## src/common/periph_pkg.sv

```systemverilog
package periph_pkg;

    ////////////////////////////////////////
    // widths
    ////////////////////////////////////////

    localparam int DATA_W       = 32;
    localparam int REG_IDX_W    = 4;
    localparam int NUM_EXT_IRQ  = 29;
    localparam int NUM_IRQ      = NUM_EXT_IRQ + 1;
    localparam int TIMER_IRQ_ID = 29;
    localparam int IRQ_ID_W     = 5;

    typedef logic [DATA_W-1:0]     word_t;
    typedef logic [REG_IDX_W-1:0]  reg_idx_t;
    typedef logic [DATA_W/8-1:0]   byte_sel_t;
    typedef logic [NUM_IRQ-1:0]    irq_vec_t;
    typedef logic [IRQ_ID_W-1:0]   irq_id_t;
    typedef logic [2*DATA_W-1:0]   count64_t;

    ////////////////////////////////////////
    // register map, word index from adr[5:2]
    ////////////////////////////////////////

    localparam reg_idx_t REG_GPIO_DATA   = 4'd0;
    localparam reg_idx_t REG_GPIO_DIR    = 4'd1;
    localparam reg_idx_t REG_COUNTER_L   = 4'd2;
    localparam reg_idx_t REG_COUNTER_H   = 4'd3;
    localparam reg_idx_t REG_IRQ_MASK    = 4'd4;
    localparam reg_idx_t REG_TIMER_INTE  = 4'd5;
    localparam reg_idx_t REG_TIMER_INTF  = 4'd6;
    localparam reg_idx_t REG_TIMER_VALUE = 4'd7;
    localparam reg_idx_t REG_TIMER_MAX   = 4'd8;

    // control bits in REG_COUNTER_L writes
    localparam int CNT_CLEAR_BIT  = 0;
    localparam int CNT_SAMPLE_BIT = 1;

    // control bits in REG_TIMER_INTF writes
    localparam int TIMER_FLAG_BIT   = 0;
    localparam int TIMER_RELOAD_BIT = 1;

    // byte lane merge for wide writable registers
    function automatic word_t merge_bytes(input word_t old_val, input word_t new_val,
                                          input byte_sel_t sel);
        word_t result;
        result = old_val;
        for (int b = 0; b < DATA_W / 8; b++) begin
            if (sel[b]) begin
                result[b*8 +: 8] = new_val[b*8 +: 8];
            end
        end
        return result;
    endfunction

endpackage
```

## src/common/reg_bus_if.sv

```systemverilog
`timescale 1ns/1ps

// register access between the bus slave and one register block
interface reg_bus_if;

    logic                 wr;
    logic                 rd;
    periph_pkg::reg_idx_t  idx;
    periph_pkg::word_t     wdata;
    periph_pkg::byte_sel_t sel;
    // zero unless this block owns idx during rd
    periph_pkg::word_t     rdata;

    modport master (
        output wr,
        output rd,
        output idx,
        output wdata,
        output sel,
        input  rdata
    );

    modport target (
        input  wr,
        input  rd,
        input  idx,
        input  wdata,
        input  sel,
        output rdata
    );

endinterface

```

## src/hw/periph_top.sv

```systemverilog
`timescale 1ns/1ps

module periph_top (
    input  logic                                clk,
    input  logic                                rst,
    input  logic                                wb_cyc,
    input  logic                                wb_stb,
    input  logic                                wb_we,
    input  periph_pkg::word_t                   wb_adr,
    input  periph_pkg::byte_sel_t               wb_sel,
    input  periph_pkg::word_t                   wb_wdata,
    output logic                                wb_ack,
    output periph_pkg::word_t                   wb_rdata,
    input  periph_pkg::word_t                   gpio_in,
    output periph_pkg::word_t                   gpio_out,
    output periph_pkg::word_t                   gpio_dir,
    input  logic [periph_pkg::NUM_EXT_IRQ-1:0]  irq_lines,
    input  logic                                irq_ack,
    output logic                                cpu_irq,
    output periph_pkg::irq_id_t                 irq_id
);

    logic timer_irq;

    // one bus per block keeps each rdata separate
    reg_bus_if gpio_bus ();
    reg_bus_if timer_bus ();
    reg_bus_if count_bus ();
    reg_bus_if irq_bus ();

    wb_slave wb_slave_i (
        .clk       (clk),
        .rst       (rst),
        .wb_cyc    (wb_cyc),
        .wb_stb    (wb_stb),
        .wb_we     (wb_we),
        .wb_adr    (wb_adr),
        .wb_sel    (wb_sel),
        .wb_wdata  (wb_wdata),
        .wb_ack    (wb_ack),
        .wb_rdata  (wb_rdata),
        .gpio_bus  (gpio_bus),
        .timer_bus (timer_bus),
        .count_bus (count_bus),
        .irq_bus   (irq_bus)
    );

    gpio_port gpio_port_i (
        .clk      (clk),
        .rst      (rst),
        .bus      (gpio_bus),
        .gpio_in  (gpio_in),
        .gpio_out (gpio_out),
        .gpio_dir (gpio_dir)
    );

    sys_timer sys_timer_i (
        .clk       (clk),
        .rst       (rst),
        .bus       (timer_bus),
        .timer_irq (timer_irq)
    );

    cycle_counter cycle_counter_i (
        .clk (clk),
        .rst (rst),
        .bus (count_bus)
    );

    irq_ctrl irq_ctrl_i (
        .clk       (clk),
        .rst       (rst),
        .bus       (irq_bus),
        .irq_lines (irq_lines),
        .timer_irq (timer_irq),
        .irq_ack   (irq_ack),
        .cpu_irq   (cpu_irq),
        .irq_id    (irq_id)
    );

endmodule

```

## src/hw/irq_ctrl.sv

```systemverilog
`timescale 1ns/1ps

module irq_ctrl (
    input  logic                                clk,
    input  logic                                rst,
    reg_bus_if.target                           bus,
    input  logic [periph_pkg::NUM_EXT_IRQ-1:0]  irq_lines,
    input  logic                                timer_irq,
    input  logic                                irq_ack,
    output logic                                cpu_irq,
    output periph_pkg::irq_id_t                 irq_id
);

    periph_pkg::irq_vec_t irq_vec;
    periph_pkg::irq_id_t  scan_id;
    periph_pkg::irq_id_t  latched_id;
    logic                 scan_hit;
    logic                 pending;
    logic                 irq_mask;

    assign irq_vec[periph_pkg::NUM_EXT_IRQ-1:0]   = irq_lines;
    assign irq_vec[periph_pkg::TIMER_IRQ_ID]      = timer_irq;

    // highest numbered active source
    always_comb begin
        scan_id  = '0;
        scan_hit = 1'b0;
        for (int i = 0; i < periph_pkg::NUM_IRQ; i++) begin
            if (irq_vec[i]) begin
                scan_id  = periph_pkg::irq_id_t'(i);
                scan_hit = 1'b1;
            end
        end
    end

    always_ff @(posedge clk) begin
        if (rst) begin
            pending    <= 1'b0;
            latched_id <= '0;
            irq_mask   <= 1'b0;
        end else begin
            if (irq_ack) begin
                pending <= 1'b0;
            end else if (!pending && scan_hit) begin
                pending    <= 1'b1;
                latched_id <= scan_id;
            end
            if (bus.wr && bus.sel[0] && bus.idx == periph_pkg::REG_IRQ_MASK) begin
                irq_mask <= bus.wdata[0];
            end
        end
    end

    // request drops if the latched source goes away
    assign cpu_irq = pending & ~irq_mask & irq_vec[latched_id];
    assign irq_id  = latched_id;

    always_comb begin
        bus.rdata = '0;
        if (bus.rd && bus.idx == periph_pkg::REG_IRQ_MASK) begin
            bus.rdata = {31'b0, irq_mask};
        end
    end

endmodule

```

## src/timer/cycle_counter.sv

```systemverilog
`timescale 1ns/1ps

module cycle_counter (
    input  logic      clk,
    input  logic      rst,
    reg_bus_if.target bus
);

    periph_pkg::count64_t count;
    periph_pkg::count64_t count_smp;
    logic                 ctrl_wr;

    assign ctrl_wr = bus.wr && bus.sel[0] && bus.idx == periph_pkg::REG_COUNTER_L;

    always_ff @(posedge clk) begin
        if (rst) begin
            count     <= '0;
            count_smp <= '0;
        end else begin
            count <= count + 1'b1;
            if (ctrl_wr) begin
                // clear wins over sample
                if (bus.wdata[periph_pkg::CNT_CLEAR_BIT]) begin
                    count     <= '0;
                    count_smp <= '0;
                end else if (bus.wdata[periph_pkg::CNT_SAMPLE_BIT]) begin
                    count_smp <= count;
                end
            end
        end
    end

    // software reads the sampled copy only
    always_comb begin
        bus.rdata = '0;
        if (bus.rd) begin
            case (bus.idx)
                periph_pkg::REG_COUNTER_L: bus.rdata = count_smp[31:0];
                periph_pkg::REG_COUNTER_H: bus.rdata = count_smp[63:32];
                default:                   bus.rdata = '0;
            endcase
        end
    end

endmodule

```

## src/timer/sys_timer.sv

```systemverilog
`timescale 1ns/1ps

module sys_timer (
    input  logic      clk,
    input  logic      rst,
    reg_bus_if.target bus,
    output logic      timer_irq
);

    periph_pkg::word_t timer_max;
    periph_pkg::word_t timer_value;
    logic              timer_flag;
    logic              timer_inte;
    logic              lane0_wr;

    // single-bit controls live in byte lane 0
    assign lane0_wr = bus.wr & bus.sel[0];

    always_ff @(posedge clk) begin
        if (rst) begin
            timer_max   <= '0;
            timer_value <= '0;
            timer_flag  <= 1'b0;
            timer_inte  <= 1'b0;
        end else begin
            // reload and flag on the zero cycle
            if (timer_value == '0) begin
                timer_value <= timer_max;
                timer_flag  <= 1'b1;
            end else begin
                timer_value <= timer_value - 1'b1;
            end

            if (lane0_wr && bus.idx == periph_pkg::REG_TIMER_INTE) begin
                timer_inte <= bus.wdata[0];
            end
            if (lane0_wr && bus.idx == periph_pkg::REG_TIMER_INTF) begin
                // write 1 to clear flag
                if (bus.wdata[periph_pkg::TIMER_FLAG_BIT]) begin
                    timer_flag <= 1'b0;
                end
                if (bus.wdata[periph_pkg::TIMER_RELOAD_BIT]) begin
                    timer_value <= timer_max;
                end
            end
            if (bus.wr && bus.idx == periph_pkg::REG_TIMER_MAX) begin
                timer_max <= periph_pkg::merge_bytes(timer_max, bus.wdata, bus.sel);
            end
        end
    end

    assign timer_irq = timer_flag & timer_inte;

    always_comb begin
        bus.rdata = '0;
        if (bus.rd) begin
            case (bus.idx)
                periph_pkg::REG_TIMER_INTE:  bus.rdata = {31'b0, timer_inte};
                periph_pkg::REG_TIMER_INTF:  bus.rdata = {31'b0, timer_flag};
                periph_pkg::REG_TIMER_VALUE: bus.rdata = timer_value;
                periph_pkg::REG_TIMER_MAX:   bus.rdata = timer_max;
                default:                     bus.rdata = '0;
            endcase
        end
    end

endmodule

```

## src/gpio/gpio_port.sv

```systemverilog
`timescale 1ns/1ps

module gpio_port (
    input  logic              clk,
    input  logic              rst,
    reg_bus_if.target         bus,
    input  periph_pkg::word_t gpio_in,
    output periph_pkg::word_t gpio_out,
    output periph_pkg::word_t gpio_dir
);

    periph_pkg::word_t gpio_data;
    // 1 = input pin
    periph_pkg::word_t gpio_ddr;
    periph_pkg::word_t in_sync;
    periph_pkg::word_t out_pipe;
    periph_pkg::word_t dir_pipe;

    always_ff @(posedge clk) begin
        if (rst) begin
            gpio_data <= '0;
            gpio_ddr  <= '1;
            in_sync   <= '0;
            out_pipe  <= '0;
            dir_pipe  <= '1;
            gpio_out  <= '0;
            gpio_dir  <= '1;
        end else begin
            in_sync  <= gpio_in;
            out_pipe <= gpio_data;
            dir_pipe <= gpio_ddr;
            gpio_dir <= dir_pipe;
            // data reg doubles as second sync stage for input pins
            for (int i = 0; i < periph_pkg::DATA_W; i++) begin
                if (gpio_ddr[i]) begin
                    gpio_data[i] <= in_sync[i];
                end else begin
                    gpio_out[i] <= out_pipe[i];
                end
            end
            if (bus.wr && bus.idx == periph_pkg::REG_GPIO_DATA) begin
                gpio_data <= periph_pkg::merge_bytes(gpio_data, bus.wdata, bus.sel);
            end
            if (bus.wr && bus.idx == periph_pkg::REG_GPIO_DIR) begin
                gpio_ddr <= periph_pkg::merge_bytes(gpio_ddr, bus.wdata, bus.sel);
            end
        end
    end

    ////////////////////////////////////////
    // read back
    ////////////////////////////////////////

    always_comb begin
        bus.rdata = '0;
        if (bus.rd) begin
            case (bus.idx)
                periph_pkg::REG_GPIO_DATA: bus.rdata = gpio_data;
                periph_pkg::REG_GPIO_DIR:  bus.rdata = gpio_ddr;
                default:                   bus.rdata = '0;
            endcase
        end
    end

endmodule

```

## src/hw/wb_slave.sv

```systemverilog
`timescale 1ns/1ps

module wb_slave (
    input  logic                  clk,
    input  logic                  rst,
    input  logic                  wb_cyc,
    input  logic                  wb_stb,
    input  logic                  wb_we,
    input  periph_pkg::word_t     wb_adr,
    input  periph_pkg::byte_sel_t wb_sel,
    input  periph_pkg::word_t     wb_wdata,
    output logic                  wb_ack,
    output periph_pkg::word_t     wb_rdata,
    reg_bus_if.master             gpio_bus,
    reg_bus_if.master             timer_bus,
    reg_bus_if.master             count_bus,
    reg_bus_if.master             irq_bus
);

    logic                 wr;
    logic                 rd;
    logic                 ack_q;
    periph_pkg::reg_idx_t idx;
    periph_pkg::word_t    rdata_q;

    assign wr  = wb_cyc & wb_stb & wb_we;
    assign rd  = wb_cyc & wb_stb & ~wb_we;
    assign idx = wb_adr[5:2];

    // same strobes go to every block
    assign gpio_bus.wr     = wr;
    assign gpio_bus.rd     = rd;
    assign gpio_bus.idx    = idx;
    assign gpio_bus.wdata  = wb_wdata;
    assign gpio_bus.sel    = wb_sel;
    assign timer_bus.wr    = wr;
    assign timer_bus.rd    = rd;
    assign timer_bus.idx   = idx;
    assign timer_bus.wdata = wb_wdata;
    assign timer_bus.sel   = wb_sel;
    assign count_bus.wr    = wr;
    assign count_bus.rd    = rd;
    assign count_bus.idx   = idx;
    assign count_bus.wdata = wb_wdata;
    assign count_bus.sel   = wb_sel;
    assign irq_bus.wr      = wr;
    assign irq_bus.rd      = rd;
    assign irq_bus.idx     = idx;
    assign irq_bus.wdata   = wb_wdata;
    assign irq_bus.sel     = wb_sel;

    always_ff @(posedge clk) begin
        if (rst) begin
            ack_q <= 1'b0;
        end else begin
            ack_q <= wb_cyc & wb_stb;
        end
    end

    // unowned index gives zero from every block
    always_ff @(posedge clk) begin
        rdata_q <= gpio_bus.rdata | timer_bus.rdata | count_bus.rdata | irq_bus.rdata;
    end

    // ack drops as soon as the master leaves the cycle
    assign wb_ack   = wb_cyc & ack_q;
    assign wb_rdata = rdata_q;

endmodule

```

## config.mk

```make
export PLATFORM = sky130hd
export DESIGN_NAME = periph_top
export DESIGN_NICKNAME = d
export VERILOG_FILES = /design/src/common/periph_pkg.sv /design/src/common/reg_bus_if.sv /design/src/hw/periph_top.sv /design/src/hw/irq_ctrl.sv /design/src/timer/cycle_counter.sv /design/src/timer/sys_timer.sv /design/src/gpio/gpio_port.sv /design/src/hw/wb_slave.sv
export SDC_FILE = /design/constraint.sdc
export NUM_CORES = 1
export LEC_CHECK = 0
export ABC_AREA = 1
export BUFFER_PORTS_ARGS = -buffer_cell sky130_fd_sc_hd__buf_2
export CAP_MARGIN = 40
export CELL_PAD_IN_SITES_DETAIL_PLACEMENT = 1
export CELL_PAD_IN_SITES_GLOBAL_PLACEMENT = 1
export CORE_MARGIN = 10
export CORE_UTILIZATION = 44
export CTS_BUF_LIST = sky130_fd_sc_hd__clkbuf_4
export CTS_CLUSTER_SIZE = 25
export DETAILED_ROUTE_END_ITERATION = 8
export PLACE_DENSITY = 0.89
export RECOVER_POWER = 100
export REMOVE_ABC_BUFFERS = 1
export SLEW_MARGIN = 20
export SYNTH_ARGS = -nofsm -noshare
export SYNTH_HDL_FRONTEND = slang
export SYNTH_SLANG_ARGS = --single-unit
```

## constraint.sdc

```tcl
create_clock -name clk -period 2.65 [get_ports clk]
set_input_delay 0.53 -clock clk [delete_from_list [all_inputs] [get_ports clk]]
set_output_delay 0.53 -clock clk [all_outputs]
set_load 0.01 [all_outputs]
```

==> flow_summary.yaml <==
yosys:
  synth_async_sr_flop_share: 0
  ys.flop_type: "dfxtp_1"
  yosysWarningCount: 0
  yosysSeqAreaShare: 0.489
  syn-cell-area_um2: 18700
  yosys.area.top_type: "dfxtp_1"
  avgSynthCellArea_um2: 7.53
  synth_edf_count: 0
  yosys-top-cells-area: "dfxtp_1 49%, nand2_1 8.2%, o21ai_0 6.3%, inv_1 6.2%, nor2_1 5.4%"
  synth_compound_area_frac: 0.181
  yosysUniqueCellTypes: 52
  synth-simple-area-share: 0.224
  synth_seq_cells: 458
  synth_top_family_by_area: "simple AND/OR/NAND/NOR gates"
  synth_fa_ha_area_frac: 0.00200
  synth.top_cell.area_share: 0.489
  synthCells: 2488
  synthMuxAreaShare: 0.00160
  synth-xor-area-share: 0.0154
sta:
  grt_setup_unrepaired: "yes"
  drv_slew: 26
  tightestPinTransition_ps: 1750
  slew_headroom: -0.167
  min_period_over_period: 1.53
  setup_viol: 230
  hold_viol_final: 0
  fin_crit_ps: 4060
  max_freq_mhz: 246
  fin_ws_ps: -1410
  clock_skew_ps: 97.5
route:
  route.detailed.drc: 0
  ant_nets: 0
  dr.pass1.iters: 6
  vias: 21800
  avgViaCountPerCell: 6.16
  routedWlPerCell_um: 27.0
  drt_wl_total_mm: 95.4
  drt_iter0_drc: 2922
finish:
  layout_common_cells: "444 x dfxtp_1, 401 x nand2_1, 306 x inv_1"
  fill_cells: 5304
  syn2layout_area_growth_pct: 25.7
  fin_nets: 3047
  drive_above_1_share: 0.176
  stdcell_area_um2: 23600
  top_regs: "cycle_counter_i.count: 64 flops, cycle_counter_i.count_smp: 64 flops"
  mostFrequentLayoutCell: "dfxtp_1"
worst_setup_path:
  end_kind: "register"
  critPathKind: "register to register"
  crit_path_max_fanout: 18
  cp.required_ps: 3450
  worstPathArrival_ps: 4860
  critPathLaunchType: "register"
clock_tree:
  cts_buffers: 119
  cts_htree_levels: 3
  cts_tree: "done"
  clkTransAtPathRegs_ps: 90
  clock_path_buffers: 3
  cts.sinks: 458
  cts_root_buf: "clkbuf_4"
  clk_latency_ps: 960
hold_path:
  worstHoldPathType: "input port to register"
power:
  ir_drop_mv: 0.305
  powerDensity_nw_per_um2: 698
  power.leakage_nw: 9.20
  power_w: 0.0164
global_routing:
  grt_max_degree: 112
  met3_usage: 0.0767
  track_usage: 0.327
  grt_use_met1: 0.364
  grt_pass1_vias: 22500
  grt_util_met2: 0.555
  grt-ovfl-total: 0
  antenna_found_initial: 11
  grt_pass1_wl_mm: 131
  top_usage_layer: "met2"
floorplan:
  dieHeight_um: 226
  dieArea_um2: 51200
  core_area_um2: 42000
  ios: 238
  die-width_um: 226
  initial_utilization: 0.446
  rows: 75
flow_run:
  maxCapViolations: 1
status:
  status: "complete, but fails checks"
  violations: "max-capacitance violations, max-slew violations, negative setup slack"
place:
  numPortBuffers: 209
  dpl.hpwl_mm: 51.0
  place.gp.congestion: 0.912
  placedInstanceArea_um2: 20900
[per-stage QoR]
stage                     setup TNS [ps]  utilization  hold slack, ps  setup WS [ps]  instances
after floorplan                  -498050            -             389          -3140       2371
after global placement                 0        0.496             391           70.4       3212
after detailed placement            -164        0.496             396          -87.4       3212
after CTS                           -353        0.557            1.69           -353       3513
after global routing              -40070        0.560            35.5          -1330       3536
final                             -48060        0.560            74.0          -1410       3537
[final cells by class]
class / count / area [um^2] / share of cell area
Clock inverter: 28 / 133 / 0.00563
Timing Repair Buffer: 417 / 2820 / 0.120
Antenna cell: 10 / 25.0 / 0.00106
Multi-Input combinational cell: 1597 / 8220 / 0.349
Tap cell: 539 / 674 / 0.0286
Inverter: 316 / 1190 / 0.0507
Sequential cell: 458 / 9190 / 0.390
Clock buffer: 172 / 1290 / 0.0548
[power breakdown]
| part | total [W] | switching, W | internal, W | leakage, nW |
|---|---|---|---|---|
| logic | 0.00258 | 0.00172 | 0.000864 | 4.62 |
| clock network | 0.00648 | 0.00352 | 0.00296 | 0.858 |
| registers | 0.00739 | 0.000287 | 0.00710 | 3.72 |
[worst paths after layout]
path,endpoint,depth (start not counted),slack (ps),startpoint
max,sys_timer_i.timer_value[8]$_SDFF_PP0_,10,-1410,sys_timer_i.timer_value[28]$_SDFF_PP0_
min,irq_ctrl_i.irq_id[1]$_SDFFE_PP0P_,6,70,irq_lines[24]
max reg2reg,sys_timer_i.timer_value[8]$_SDFF_PP0_,10,-1410,sys_timer_i.timer_value[28]$_SDFF_PP0_
min reg2reg,gpio_port_i.gpio_dir[0]$_SDFF_PP1_,1,420,gpio_port_i.dir_pipe[0]$_SDFF_PP1_
[Yosys cell counts (all sizes together), types with 3 or more instances]
| master | instances |
|---|---|
| inv | 312 |
| or2 | 32 |
| buf | 11 |
| a221oi | 43 |
| and3 | 3 |
| xnor2 | 11 |
| o21ai | 239 |
| xor2 | 22 |
| nand3b | 3 |
| dfxtp | 458 |
| nand2 | 410 |
| o22ai | 4 |
| a21oi | 190 |
| o21a | 3 |
| o211ai | 31 |
| clkbuf | 106 |
| a211oi | 20 |
| nor2 | 277 |
| a31oi | 40 |
| nand3 | 118 |
| mux2i | 3 |
| nor3 | 62 |
| nand4 | 29 |
| a22o | 4 |
| clkinv | 4 |
| ha | 3 |
| nor4 | 31 |
[metal layers]
metal | vias to the layer above | part of all wire
met5 | - | 0.00035
met4 | 6 | 0.077
met3 | 628 | 0.10
met2 | 1642 | 0.47
met1 | 10400 | 0.35
li1 | 9148 | -
[critical path: stages, from the launching register on]
cell,delay (ps)
dfxtp_1,370
nor2_1,280
inv_1,170
nor3_1,920
nand4_1,630
nor2_1,370
nor2_2,100
clkinv_1,70
buf_4,250
o21ai_0,140
a21oi_1,580
[kinds of logic (layout without fill, tap and decap cells)]
group,after synthesis,in the layout
fa+ha+maj,3,3
buf+inv,433,933
flops,458,458
compound gates,589,589
mux,3,3
other cells,0,10
simple gates,969,969
xor+xnor,33,33
[repair_timing]
| item | 4_1_cts | 5_1_grt |
|---|---|---|
| cloned | 1 | 0 |
| hold buffers | 94 | 0 |
| gates resized for setup | 44 | 59 |
| buffers inserted | 6 | 14 |
| setup endpoints to repair | 9 | 22 |
| hold endpoints to repair | 124 | 0 |
| pin swaps | 12 | 18 |
Power figures use the tool's default switching activity.
